--- config.mk ---
export PLATFORM = sky130hd
export DESIGN_NAME = trace_frontend
export DESIGN_NICKNAME = d
export VERILOG_FILES = /design/src/rtl/trace_pkg.sv /design/src/rtl/trace_deserializer.sv /design/src/rtl/trace_rule_matcher.sv /design/src/rtl/trace_fifo_writer.sv /design/src/rtl/trace_frontend.sv
export SDC_FILE = /design/constraint.sdc
export NUM_CORES = 1
export LEC_CHECK = 0
export BUFFER_PORTS_ARGS = -buffer_cell sky130_fd_sc_hd__buf_2
export CORE_AREA = 2 2 452 454
export CTS_CLUSTER_DIAMETER = 100
export CTS_CLUSTER_SIZE = 40
export DETAILED_ROUTE_END_ITERATION = 8
export DIE_AREA = 0 0 454 456
export PLACE_DENSITY = 0.3
export SYNTH_ARGS = -nofsm -noshare
export SYNTH_HDL_FRONTEND = slang
export SYNTH_SLANG_ARGS = --single-unit
--- constraint.sdc ---
create_clock -name trace_clk -period 3.4 [get_ports trace_clk]
set_clock_uncertainty 0.15 [all_clocks]
set_input_delay 0.17 -clock trace_clk [delete_from_list [all_inputs] [get_ports trace_clk]]
set_output_delay 0.17 -clock trace_clk [all_outputs]
set_load 0.05 [all_outputs]
--- src/rtl/trace_pkg.sv ---
/*
 * shared widths, command codes and the FIFO payload layout
 * for the trace-port front end; imported by the RTL blocks
 */
package trace_pkg;

   //////////////////////////////////////////////////////////////
   // trace window and rules
   //////////////////////////////////////////////////////////////

   // window width, sync test below assumes 64
   localparam int frame_bits = 64;
   // upper bound on rules, also match-rule field width
   localparam int max_rules  = 8;
   // per-rule hit counter
   localparam int count_bits = 8;

   // newest end of window must hold this for lock
   localparam logic [15:0] sync_head = 16'h7fff;
   // oldest byte of window
   localparam logic [7:0]  sync_tail = 8'hff;

   //////////////////////////////////////////////////////////////
   // FIFO word
   //////////////////////////////////////////////////////////////

   localparam int cmd_bits        = 2;
   localparam int short_time_bits = 8;
   localparam int full_time_bits  = 16;
   // command on top, 16-bit payload below
   localparam int fifo_word_bits  = cmd_bits + full_time_bits;

   localparam logic [cmd_bits-1:0] cmd_data = 2'd0;
   localparam logic [cmd_bits-1:0] cmd_stat = 2'd1;
   localparam logic [cmd_bits-1:0] cmd_time = 2'd2;

   // data word: short time over the rule bits
   typedef struct packed {
      logic [short_time_bits-1:0] short_time;
      logic [max_rules-1:0]       rule;
   } data_fields_t;

   // time word: full timestamp only
   typedef struct packed {
      logic [full_time_bits-1:0] full_time;
   } time_fields_t;

   typedef union packed {
      data_fields_t data_view;
      time_fields_t time_view;
   } fifo_payload_u;

endpackage

--- src/rtl/trace_deserializer.sv ---
/*
 * trace bus deserializer: shifts 1, 2 or 4 bit trace data into a
 * 64-bit window, locks on sync frames and flags byte-aligned cycles
 */
`timescale 1ns/1ps

module trace_deserializer import trace_pkg::*; (
   input  logic                  trace_clk,
   input  logic                  reset,
   input  logic [3:0]            trace_data,
   input  logic [2:0]            trace_width,
   input  logic                  reset_sync,
   output logic [frame_bits-1:0] frame,
   output logic                  trace_synced,
   output logic                  byte_strobe
);

   // raw shift register, newest bits at the lsb end
   logic [frame_bits-1:0] buffer;
   // width seen last cycle, for change detect
   logic [2:0]            trace_width_q;
   // cycles since lock, wraps freely
   logic [2:0]            phase_count;
   logic                  sync_seen;

   //////////////////////////////////////////////////////////////
   // shift buffer
   //////////////////////////////////////////////////////////////

   always_ff @(posedge trace_clk) begin
      if (reset) begin
         buffer <= '0;
      end else begin
         // bit 0 is the oldest on the bus
         case (trace_width)
            3'd4:    buffer <= {buffer[frame_bits-5:0], trace_data[0], trace_data[1],
                                trace_data[2], trace_data[3]};
            3'd2:    buffer <= {buffer[frame_bits-3:0], trace_data[0], trace_data[1]};
            default: buffer <= {buffer[frame_bits-2:0], trace_data[0]};
         endcase
      end
   end

   // flip so the newest bits land on top
   assign frame = {<<{buffer}};

   //////////////////////////////////////////////////////////////
   // sync lock
   //////////////////////////////////////////////////////////////

   // head at the newest end, tail at the oldest
   assign sync_seen = (frame[frame_bits-1 -: 16] == sync_head) &&
                      (frame[7:0] == sync_tail);

   always_ff @(posedge trace_clk) begin
      if (reset) begin
         trace_synced  <= 1'b0;
         phase_count   <= '0;
         trace_width_q <= '0;
      end else begin
         trace_width_q <= trace_width;
         // forced resync or width change drops lock
         if (reset_sync || (trace_width != trace_width_q)) begin
            trace_synced <= 1'b0;
            phase_count  <= '0;
         end else if (!trace_synced && sync_seen) begin
            trace_synced <= 1'b1;
            phase_count  <= 3'd1;
         end else if (trace_synced) begin
            phase_count  <= phase_count + 3'd1;
         end
      end
   end

   // byte boundary every 8, 4 or 2 cycles
   always_comb begin
      case (trace_width)
         3'd1:    byte_strobe = trace_synced && (phase_count == 3'd0);
         3'd2:    byte_strobe = trace_synced && (phase_count[1:0] == 2'd0);
         3'd4:    byte_strobe = trace_synced && !phase_count[0];
         default: byte_strobe = 1'b0;
      endcase
   end

endmodule

--- src/rtl/trace_rule_matcher.sv ---
/*
 * masked pattern rules over the aligned trace window, with per-rule
 * hit counters, the latched match rule and the armed trigger
 */
`timescale 1ns/1ps

module trace_rule_matcher import trace_pkg::*; #(
   parameter int num_rules = 8
) (
   input  logic                                 trace_clk,
   input  logic                                 reset,
   input  logic [frame_bits-1:0]                frame,
   input  logic                                 byte_strobe,
   input  logic                                 capturing,
   input  logic [num_rules-1:0][frame_bits-1:0] patterns,
   input  logic [num_rules-1:0][frame_bits-1:0] masks,
   input  logic [num_rules-1:0]                 rule_enable,
   input  logic [num_rules-1:0]                 trig_enable,
   input  logic                                 soft_trig,
   input  logic                                 soft_trig_enable,
   input  logic                                 arm,
   output logic                                 trace_event,
   output logic [num_rules-1:0][count_bits-1:0] hit_counts,
   output logic [max_rules-1:0]                 match_rule,
   output logic                                 trigger
);

   logic [num_rules-1:0] hits;
   logic                 capturing_q;
   // masked hit OR, now and last cycle
   logic                 trig_any;
   logic                 trig_any_q;
   // soft trigger edge detect
   logic                 soft_trig_q;
   logic                 soft_edge;

   //////////////////////////////////////////////////////////////
   // rule compare
   //////////////////////////////////////////////////////////////

   // only at byte boundaries, only while capturing
   for (genvar i = 0; i < num_rules; i++) begin : g_rule
      assign hits[i] = ((frame & masks[i]) == (patterns[i] & masks[i])) &&
                       rule_enable[i] && byte_strobe && capturing_q;
   end

   assign trace_event = |hits;

   // counters wrap at full width
   always_ff @(posedge trace_clk) begin
      if (reset) begin
         hit_counts <= '0;
      end else begin
         for (int i = 0; i < num_rules; i++) begin
            if (hits[i])
               hit_counts[i] <= hit_counts[i] + 1'b1;
         end
      end
   end

   //////////////////////////////////////////////////////////////
   // state and trigger
   //////////////////////////////////////////////////////////////

   always_ff @(posedge trace_clk) begin
      if (reset) begin
         capturing_q <= 1'b0;
         trig_any_q  <= 1'b0;
         soft_trig_q <= 1'b0;
         match_rule  <= '0;
      end else begin
         capturing_q <= capturing;
         trig_any_q  <= trig_any;
         soft_trig_q <= soft_trig;
         // hold last matching set between hits
         if (trace_event)
            match_rule <= max_rules'(hits);
      end
   end

   assign trig_any  = |(hits & trig_enable);
   assign soft_edge = soft_trig && !soft_trig_q && soft_trig_enable;

   // one trigger per rising edge of either source, armed only
   assign trigger = arm && (soft_edge || (trig_any && !trig_any_q));

endmodule

--- src/rtl/trace_fifo_writer.sv ---
/*
 * capture FIFO word formatter: registers one command word per
 * request cycle, payload chosen by the command code
 */
`timescale 1ns/1ps

module trace_fifo_writer import trace_pkg::*; (
   input  logic                      trace_clk,
   input  logic                      reset,
   input  logic                      fifo_wr_req,
   input  logic [cmd_bits-1:0]       fifo_cmd,
   input  logic [full_time_bits-1:0] fifo_time,
   input  logic [max_rules-1:0]      match_rule,
   output logic [fifo_word_bits-1:0] fifo_data,
   output logic                      fifo_wr
);

   fifo_payload_u payload;

   //////////////////////////////////////////////////////////////
   // payload select
   //////////////////////////////////////////////////////////////

   always_comb begin
      payload = '0;
      case (fifo_cmd)
         // short time plus the rule bits
         cmd_data: begin
            payload.data_view.short_time = fifo_time[short_time_bits-1:0];
            payload.data_view.rule       = match_rule;
         end
         // whole timestamp
         cmd_time: payload.time_view.full_time = fifo_time;
         // no raw capture, status word carries nothing
         cmd_stat: payload = '0;
         default:  payload = '0;
      endcase
   end

   //////////////////////////////////////////////////////////////
   // output registers
   //////////////////////////////////////////////////////////////

   always_ff @(posedge trace_clk) begin
      if (reset)
         fifo_wr <= 1'b0;
      else
         fifo_wr <= fifo_wr_req;
   end

   // word only loads on a request
   always_ff @(posedge trace_clk) begin
      if (fifo_wr_req)
         fifo_data <= {fifo_cmd, payload};
   end

endmodule

--- src/rtl/trace_frontend.sv ---
/*
 * ARM trace-port front end top level; connects the deserializer,
 * the rule matcher and the FIFO word writer
 */
`timescale 1ns/1ps

module trace_frontend import trace_pkg::*; #(
   parameter int num_rules = 8
) (
   input  logic                                 trace_clk,
   input  logic                                 reset,
   // trace bus
   input  logic [3:0]                           trace_data,
   input  logic [2:0]                           trace_width,
   input  logic                                 reset_sync,
   input  logic                                 capturing,
   // rule setup
   input  logic [num_rules-1:0][frame_bits-1:0] patterns,
   input  logic [num_rules-1:0][frame_bits-1:0] masks,
   input  logic [num_rules-1:0]                 rule_enable,
   input  logic [num_rules-1:0]                 trig_enable,
   input  logic                                 soft_trig,
   input  logic                                 soft_trig_enable,
   input  logic                                 arm,
   // FIFO requests
   input  logic                                 fifo_wr_req,
   input  logic [cmd_bits-1:0]                  fifo_cmd,
   input  logic [full_time_bits-1:0]            fifo_time,
   // status and results
   output logic                                 trace_synced,
   output logic                                 trace_event,
   output logic [num_rules-1:0][count_bits-1:0] hit_counts,
   output logic                                 trigger,
   output logic [fifo_word_bits-1:0]            fifo_data,
   output logic                                 fifo_wr
);

   logic [frame_bits-1:0] frame;
   logic                  byte_strobe;
   logic [max_rules-1:0]  match_rule;

   trace_deserializer u_deser (
      .trace_clk    (trace_clk),
      .reset        (reset),
      .trace_data   (trace_data),
      .trace_width  (trace_width),
      .reset_sync   (reset_sync),
      .frame        (frame),
      .trace_synced (trace_synced),
      .byte_strobe  (byte_strobe)
   );

   trace_rule_matcher #(
      .num_rules (num_rules)
   ) u_match (
      .trace_clk        (trace_clk),
      .reset            (reset),
      .frame            (frame),
      .byte_strobe      (byte_strobe),
      .capturing        (capturing),
      .patterns         (patterns),
      .masks            (masks),
      .rule_enable      (rule_enable),
      .trig_enable      (trig_enable),
      .soft_trig        (soft_trig),
      .soft_trig_enable (soft_trig_enable),
      .arm              (arm),
      .trace_event      (trace_event),
      .hit_counts       (hit_counts),
      .match_rule       (match_rule),
      .trigger          (trigger)
   );

   // rule bits reach the FIFO one cycle after the hit
   trace_fifo_writer u_fifo (
      .trace_clk   (trace_clk),
      .reset       (reset),
      .fifo_wr_req (fifo_wr_req),
      .fifo_cmd    (fifo_cmd),
      .fifo_time   (fifo_time),
      .match_rule  (match_rule),
      .fifo_data   (fifo_data),
      .fifo_wr     (fifo_wr)
   );

endmodule

**After elaboration in Yosys (flattened, before gate mapping)**

Cells that the tools add are included.

- Equality and inequality tests: 15
- Reductions and logical operators: 47
- Muxes and demuxes: 5
- Bitwise operators: 17
- Add/subtract/negate cells: 9

Operators with widths:

| operator | number |
|---|---|
| 64-bit AND | 16 |
| 64-bit == test | 8 |
| 64-bit case mux with 2 select lines | 1 |
| 8-bit by 1-bit adder with 8-bit output, second input constant | 8 |
| 1-bit logical AND | 33 |
| 16-bit case mux with 2 select lines | 1 |
| 16-bit by 15-bit == test with 1-bit output, second input constant | 1 |
| 8-bit OR reduction | 2 |
| 8-bit AND | 1 |
| 8-bit == test, second input constant | 1 |
| 1-bit logical NOT | 4 |
| 2-bit logical NOT | 2 |
| 3-bit by 1-bit adder with 3-bit output, second input constant | 1 |
| 3-bit by 1-bit == test with 1-bit output, second input constant | 1 |
| 3-bit by 2-bit == test with 1-bit output, second input constant | 1 |
| 3-bit == test, second input constant | 1 |
| 3-bit logical NOT | 1 |
| 3-bit != test | 1 |
| 1-bit case mux with 3 select lines | 1 |
| 3-bit OR reduction | 1 |
| 2-bit == test, second input constant | 1 |
| 1-bit logical OR | 2 |
| 1-bit 2-to-1 mux | 2 |
| 2-bit nonzero test | 1 |
| 2-bit OR reduction | 1 |

- Logic and storage cells: 112
- Bits of input ports: 1,073
- Output and inout bits: 86
- Register bits: 165

**Longest topological paths before layout**

Gate-level depths: netlist of the first run.

- Word-level depth: 10
- Gate-level depth with buffers: 12

**Cells and area by module**

Synthesis of the first run repeated with hierarchy kept, for this count alone.

- Cell total of the unflattened synthesis: 1,984
- Area, all modules: 16,937.5 µm²

By module, submodules not included:

| module | area each (µm²) | sequential area each (µm²) | cells an instance | instances |
|---|---|---|---|---|
| trace_rule_matcher | 13,033.8 | 1,501.4 | 1,596 | 1 |
| trace_deserializer | 3,076.7 | 1,421.4 | 332 | 1 |
| trace_fifo_writer | 827.0 | 560.5 | 56 | 1 |

**Worst setup path after synthesis of the first run**

No wires, ideal clock.

- Path type: register to output
- From: register u_deser.trace_synced
- To: output trigger
- Arrival: 2.951 ns
- Cell stages (with the launch flop): 9
- Setup slack: 0.129 ns
- Cell sequence: dfxtp_1 buf_6 o211ai_1 buf_4 nor4_1 nand4_1 nand4_1 o21bai_1 a21boi_0

- Longest elaborated chain between the ends: 9
- Elaborated cells on any way between the ends: 25

Ends and longest elaborated chain:

| what | RTL line | source |
|---|---|---|
| start, declared | trace_deserializer.sv:14 | `output logic trace_synced,` |
| start signal, assigned | trace_deserializer.sv:57 | `trace_synced <= 1'b0;` |
| start signal, assigned | trace_deserializer.sv:64 | `trace_synced <= 1'b0;` |
| start signal, assigned | trace_deserializer.sv:67 | `trace_synced <= 1'b1;` |
| 1-bit logical AND (on tied branches) | trace_deserializer.sv:80, trace_deserializer.sv:78, trace_deserializer.sv:79 |  |
| 1-bit case mux with 3 select lines (*) | trace_deserializer.sv:77 | `case (trace_width)` |
| 1-bit logical AND (2 in series) | trace_rule_matcher.sv:44 | `rule_enable[i] && byte_strobe && capturing_q;` |
| 8-bit AND (*) | trace_rule_matcher.sv:81 | `assign trig_any = \|(hits & trig_enable);` |
| 8-bit OR reduction (*) | trace_rule_matcher.sv:81 |  |
| 1-bit logical AND (*) | trace_rule_matcher.sv:85 | `assign trigger = arm && (soft_edge \|\| (trig_any && !trig_any_q));` |
| 1-bit logical OR (*) | trace_rule_matcher.sv:85 |  |
| 1-bit logical AND (*) | trace_rule_matcher.sv:85 |  |
| end, declared | trace_frontend.sv:33 | `output logic trigger,` |

Mark *: on every way between the ends. The rest lies on a longest branch, timed or not.

**Final worst setup path of the first run**

- From: register u_deser.buffer[9]
- To: output trigger

- Longest elaborated chain between the ends: 10
- Elaborated cells on any way between the ends: 45

Ends and longest elaborated chain:

| what | RTL line | source |
|---|---|---|
| start, declared | trace_deserializer.sv:19 | `logic [frame_bits-1:0] buffer;` |
| start signal, assigned | trace_deserializer.sv:36 | `3'd4: buffer <= {buffer[frame_bits-5:0], trace_data[0], trace_data[1],` |
| start signal, assigned | trace_deserializer.sv:38 | `3'd2: buffer <= {buffer[frame_bits-3:0], trace_data[0], trace_data[1]};` |
| start signal, assigned | trace_deserializer.sv:39 | `default: buffer <= {buffer[frame_bits-2:0], trace_data[0]};` |
| 64-bit AND | trace_rule_matcher.sv:43 | `assign hits[i] = ((frame & masks[i]) == (patterns[i] & masks[i])) &&` |
| 64-bit == test | trace_rule_matcher.sv:43 |  |
| 1-bit logical AND | trace_rule_matcher.sv:43 |  |
| 1-bit logical AND (2 in series) | trace_rule_matcher.sv:44 |  |
| 8-bit AND (*) | trace_rule_matcher.sv:81 |  |
| 8-bit OR reduction (*) | trace_rule_matcher.sv:81 |  |
| 1-bit logical AND (*) | trace_rule_matcher.sv:85 |  |
| 1-bit logical OR (*) | trace_rule_matcher.sv:85 |  |
| 1-bit logical AND (*) | trace_rule_matcher.sv:85 |  |

Marked as above.

==> impl_metrics.csv, run 1 <==
group,metric,value,unit
status,status,"finished with violations",
status,violations,"setup timing",
timing,tightest_slew,1.05,ns
placement,place_congestion,1.02,
synthesis,ys_warn_count,0,
die,core.rowCount,165,
die,core,202000,sq um
layout,nets,4285,
grt,overflow,0,
timing,hold_violations,0,
timing,finalCritPeriodShare,119,%
die,start_util,7.36,%
route,first_iter_violations,2503,
synthesis,syn_avg_cell_area,8.35,sq um
power,p_leak,13.5,nW
run,drv_cap,0,
hold_path,min_path_cells,6,
cts,clkSinkCount,165,
synthesis,ys_ff_latch,165,
synthesis,synthesis.area,14800,sq um
die,io_pins,1159,
synthesis,ys_seq_area_share,23.5,%
layout,fin_util,14.1,%
die,die_area,207000,sq um
worst_setup_path,startpoint_type,"flop",
cts,cts_root_buf,"clkbuf_16",
cts,cts_buffers,17,
grt,grt_pass1_vias,22300,
placement,dpl_cell_area,26300,sq um
timing,slew_headroom,29.8,%
timing,tns,-0.890,ns
cts,cts_buffer_depth,2,
synthesis,synth-main-ff-cell,"dfxtp_1",
worst_setup_path,criticalPathCategory,"flop to primary output",
die,die-height,456,microns
placement,detailed_place_hpwl,218000,microns
layout,final_cell_mix,"buf_2 (1155), xor2_1 (513), a22oi_1 (335)",
timing,grt_setup_unrepaired,"yes",
worst_setup_path,rr_endpoint,"u_match.hit_counts[4]$_SDFFE_PP0P_",
worst_setup_path,reg2reg_slack,0.01,ns
worst_setup_path,worstRegToRegCells,11,
timing,finalWorstSetupSlack,-0.656,ns
cts,cts_htree_levels,4,
cts,clk_pin_slew,0.10,ns
cts,clk_latency,0.54,ns
route,ant_nets,0,
cts,cts_tree,"done",
timing,post-route-min-period,4.06,ns
layout,multiInputGateArea,11100,sq um
layout,nFillCells,23300,
worst_setup_path,cp-startpoint,"u_deser.buffer[9]$_SDFF_PP0_",
synthesis,synth_edf_count,18,
placement,dp.cells,5773,
route,routedWlPerCell,40.9,microns
route,drcViolationCount,0,
power,total_power,6.50,mW
worst_setup_path,end_kind,"primary output",
synthesis,yosys.cell_types.count,47,
power,ir_drop,0.335,mV
layout,stdcell_count,5987,
layout,final_cell_area,28400,sq um
power,power_density,229,nW/um^2
placement,portBuffers,1158,
worst_setup_path,reg2reg_from,"u_deser.buffer[38]$_SDFF_PP0_",
worst_setup_path,required,3.08,ns
timing,setup_viol,2,
grt,grt_start_max_net_pins,65,
timing,drv_slew,0,
route,firstDrtPassIters,7,
die,die_x,454,microns
layout,area_growth,91.2,%
grt,antenna_found_initial,311,
layout,regArea,3600,sq um
route,wl,245000,microns
layout,drive_above_1_share,50.1,%
worst_setup_path,critPathArrivalTime,3.74,ns
route,vias,22700,
timing,hold-worst-slack,0.0993,ns
placement,pre_cts_ws,-1.09,ns
grt,grtUsageTotal,22.8,%
layout,final_common_cell,"buf_2",
synthesis,synthCells,1779,
worst_setup_path,critPathMaxFanout,6,
hold_path,holdCritPathClass,"input pin to flop",
grt,grt_pass1_wl,293000,microns
synthesis,async_flop_share,0,%
timing,fmax,247,MHz
synthesis,syn-num-nets,2862,
worst_setup_path,endpoint,"trigger",
route,vias_per_cell,3.79,
flip-flops by register name, summed over array words and instances, names as in the netlist:
name	cells
u_deser.buffer	64
u_match.hit_counts	64
u_fifo.fifo_data	18
u_match.match_rule	8
u_deser.phase_count	3
u_deser.trace_width_q	3
u_deser.trace_synced	1
u_fifo.fifo_wr	1
u_match.capturing_q	1
u_match.soft_trig_q	1
u_match.trig_any_q	1
timing repair:
item	in CTS	in global routing
endpoints found under the hold margin	63	0
hold buffers	56	0
setup endpoints to repair	51	16
buffers inserted	25	3
resized for setup	65	15
cloned	0	0
pin swaps	25	6
critical path, cell delays in order, from the launching register on:
cell and delay (ns):
dfxtp_2 0.34, buf_6 0.17, xor2_1 0.22, a22oi_1 0.25
nand4_1 0.17, nor4b_4 0.28, buf_4 0.16, nand4_1 0.40
buf_4 0.33, nand4_1 0.14, buf_4 0.16, o21bai_4 0.09
a21boi_1 0.15, buf_4 0.16, buf_12 0.13
where the power goes:
group	total [mW]	switching, mW	internal (mW)
combinational	2.23	1.30	0.938
clock	2.26	1.26	1.00
sequential	2.00	0.0220	1.98
logic make-up after synthesis:
logic type      after synthesis  synth area share [%]
buf+inv                     139                  4.13
compound gates              473                  22.6
simple gates                409                  14.3
fa+ha+maj                    10                 0.843
mux                          26                  1.76
xor+xnor                    557                  32.9
flops                       165                  23.5
layer usage:
layer  track usage (%)  vias to the layer above  wire (microns)
met5                 0                        -             643
met4              6.10                      104            6870
met1              27.6                    11200           98200
met3              6.02                      405           19600
met2              39.4                     1443          120000
li1                  -                     9507               -
worst min path at each step:
stage | slack [ns] | start | end
floorplan | 0.12 | fifo_cmd[0] | u_fifo.fifo_data[16]$_DFFE_PP_
CTS | 0.05 | trig_enable[1] | u_match.trig_any_q$_SDFF_PP0_
global route | 0.14 | trace_width[1] | u_deser.trace_synced$_SDFFE_PP0P_
finish | 0.1 | trig_enable[1] | u_match.trig_any_q$_SDFF_PP0_
detailed placement | 0.25 | capturing | u_match.capturing_q$_SDFF_PP0_
global placement | 0.24 | capturing | u_match.capturing_q$_SDFF_PP0_
synth_stat cells, types with 2 or more instances:
cell,n,share of area [%]
xor2_1,522,31
a22oi_1,352,18
dfxtp_1,147,20
nand4_1,106,4.5
nand2_1,101,2.6
nor2_1,90,2.3
a21oi_1,80,2.7
buf_2,64,2.2
clkbuf_1,35,0.88
xnor2_1,35,2.1
inv_1,32,0.81
nor4_1,32,1.3
nand3_1,26,0.88
mux2i_1,25,1.7
edfxtp_1,18,3.6
or3_1,15,0.63
o21ai_0,12,0.40
ha_1,10,0.84
a222oi_1,9,0.61
nor2b_1,7,0.29
o2bb2ai_1,7,0.41
buf_1,6,0.15
nor3_1,6,0.20
nor4b_1,6,0.35
nand3_2,4,0.27
and4_1,3,0.18
nor4_2,3,0.25
a211oi_1,2,0.10
a221oi_1,2,0.12
a22o_1,2,0.12
a31o_2,2,0.12
nand2b_1,2,0.084
o21bai_1,2,0.10
area by class of cell:
class                      count  area share, %
clock inverter                15          0.643
tap                         2672           11.8
timing repair buffer        1511           32.9
multi-input combinational   1475           39.2
clock buffer                  17           1.50
antenna                      100          0.881
sequential                   165           12.7
inverter                      32          0.423
Power figures use the tool's default switching activity.
==> run 2, diff against run 1 <==
GPL_TIMING_DRIVEN = 0   (was default)
==> run 2 against run 1 <==
  * The run still ends with setup timing left
  * Flip-flop and latch count unchanged
  * Die area did not move
  * Critical path type unchanged
  * Non-clock buffer count fell by 12
  * Worst setup slack worse by 0.038 ns
  * Register-to-register slack lost 0.32 ns
  * Combinational power hardly changed
  * Critical path depth unchanged
  * Cell count decreased by 0.15%
  * Maximum frequency fell by 0.94%
  * Routed wire length rose by 4.1%
  * Total power shrank 1.0%
==> impl_metrics.csv, run 2 (synthesis gave the netlist of run 1 again) <==
group,metric,value,unit
status,status,"finished with violations",
status,violations,"setup timing",
grt,antenna_found_initial,222,
route,wl,255000,microns
worst_setup_path,critPathMaxFanout,6,
timing,grt_setup_unrepaired,"yes",
cts,clk_pin_slew,0.08,ns
layout,area_growth,96.3,%
layout,regArea,3590,sq um
layout,top_regs,"u_deser.buffer: 64 flops, u_match.hit_counts: 64 flops, u_fifo.fifo_data: 18 flops",
grt,grt_pass1_wl,302000,microns
power,p_sw_share,39.2,%
worst_setup_path,criticalPathCategory,"flop to primary output",
route,routedWlPerCell,42.7,microns
placement,dp.cells,5615,
placement,dpl_cell_area,24100,sq um
route,ant_nets,0,
timing,post-route-min-period,4.09,ns
layout,final_common_cell,"buf_2",
die,die-height,456,microns
worst_setup_path,reg2reg_slack,-0.31,ns
hold_path,hold_start,"trace_width[1]",
route,first_iter_violations,2745,
timing,finalCritPeriodShare,120,%
route,vias,23300,
cts,cts_tree,"done",
grt,grt_pass1_vias,22400,
hold_path,holdCritPathClass,"input pin to flop",
worst_setup_path,critPathArrivalTime,3.77,ns
worst_setup_path,worstRegToRegCells,11,
layout,drive_above_1_share,50.4,%
die,die_x,454,microns
placement,detailed_place_hpwl,207000,microns
route,drcViolationCount,0,
power,p_leak,13.6,nW
worst_setup_path,startpoint_type,"flop",
timing,slew_headroom,11.3,%
worst_setup_path,rr_endpoint,"u_match.hit_counts[45]$_SDFFE_PP0P_",
grt,overflow,0,
power,power_density,221,nW/um^2
worst_setup_path,required,3.08,ns
timing,drv_slew,0,
layout,fin_util,14.5,%
cts,cts_root_buf,"clkbuf_16",
run,drv_cap,0,
die,core.rowCount,165,
power,pwr-share-comb,34.8,%
layout,multiInputGateArea,11700,sq um
placement,pre_cts_ws,-2.85,ns
layout,nets,4273,
die,io_pins,1159,
power,total_power,6.44,mW
timing,finalWorstSetupSlack,-0.694,ns
timing,fmax,244,MHz
timing,setup_viol,27,
layout,nFillCells,23400,
worst_setup_path,reg2reg_from,"u_deser.buffer[12]$_SDFF_PP0_",
worst_setup_path,end_kind,"primary output",
die,core,202000,sq um
power,p_clk_share,34.1,%
die,start_util,7.36,%
die,die_area,207000,sq um
power,p_int,3.92,mW
cts,cts_htree_levels,4,
cts,cts_buffers,17,
route,vias_per_cell,3.90,
placement,portBuffers,1158,
grt,grt_start_max_net_pins,20,
cts,clkSinkCount,165,
timing,tightest_slew,1.33,ns
placement,place_congestion,0.986,
layout,final_cell_area,29200,sq um
timing,hold_violations,0,
hold_path,min_path_cells,5,
hold_path,worstHoldEndpoint,"u_deser.trace_synced$_SDFFE_PP0P_",
route,firstDrtPassIters,6,
layout,final_cell_mix,"buf_2 (1156), xor2_1 (498), a22oi_1 (315)",
power,seqPwrFrac,31.1,%
cts,clk_latency,0.55,ns
power,p_switching,2.52,mW
layout,stdcell_count,5978,
cts,cts_buffer_depth,2,
grt,grtUsageTotal,23.8,%
power,ir_drop,0.371,mV
run 2: changes by cell type in the layout (fill, tap and decap cells not counted), sizes merged:
cell | before | now
clkbuf | 17 | 55
buf | 1455 | 1424
dlygate4sd3 | 56 | 41
clkinv | 7 | 4
diode | 100 | 103
inv | 40 | 38
clkinvlp | 0 | 1
run 2: cell type report:
class / instances / share of cell area, %
Antenna cell: 103 / 0.884
Buffer: 106 / 4.78
Clock buffer: 21 / 1.66
Clock inverter: 11 / 0.369
Inverter: 32 / 0.412
Multi-Input combinational cell: 1475 / 40.2
Sequential cell: 165 / 12.3
Tap cell: 2672 / 11.5
Timing Repair Buffer: 1393 / 27.9
run 2: per-stage QoR:
step,TNS [ns],hold WS [ns]
after floorplan,0,0.119
after global placement,-178.88,0.213
after detailed placement,-116.21,0.214
after CTS,-8.52,0.0170
after global routing,-6.93,0.0978
final,-5.56,0.0526
run 2: power groups by stage:
stage	sequential, mW	clock [mW]	combinational, mW
5_1_grt	2.00	2.32	2.32
6_report	2.00	2.19	2.24
3_3_place_gp	2.06	0	2.02
2_1_floorplan	2.11	0	0.576
4_1_cts	2.01	2.28	2.19
3_5_place_dp	2.06	0	2.02
run 2: critical path: stages (launching register included):
cell and delay [ns]:
dfxtp_2 0.40, buf_12 0.14, buf_4 0.28, buf_4 0.30, xor2_1 0.10, a22oi_1 0.23, nand4_1 0.30, nor4b_2 0.35
buf_4 0.23, nand4_1 0.15, nand4_1 0.14, buf_6 0.17, o21bai_4 0.10, a21boi_2 0.16, buf_6 0.17
run 2: what timing repair did:
item	CTS	global route
buffers inserted	176	14
setup endpoints to repair	75	58
pin swaps	48	35
endpoints found under the hold margin	55	0
resized for setup	430	98
hold buffers	41	0
run 2: routing by layer:
layer  vias to the layer above  GRT usage [%]  routed length, microns
li1                       9492              -                       -
met1                     11600           28.6                  102000
met2                      1644           38.7                  118000
met3                       468           7.27                   22300
met4                        76           10.4                   12700
met5                         -              0                     477
run 2: worst max-delay path by stage:
stage / start / end / slack, ns / cells past startpoint
after floorplan: u_deser.trace_synced$_SDFFE_PP0P_ / trigger / 0.13 / 8
after global placement: u_deser.buffer[43]$_SDFF_PP0_ / trace_event / -3.47 / 10
after detailed placement: u_deser.buffer[53]$_SDFF_PP0_ / trace_event / -2.85 / 10
after CTS: u_deser.phase_count[2]$_SDFFE_PP0P_ / trigger / -0.99 / 12
after global routing: u_deser.buffer[46]$_SDFF_PP0_ / trigger / -0.96 / 11
final: u_deser.buffer[29]$_SDFF_PP0_ / trigger / -0.69 / 14
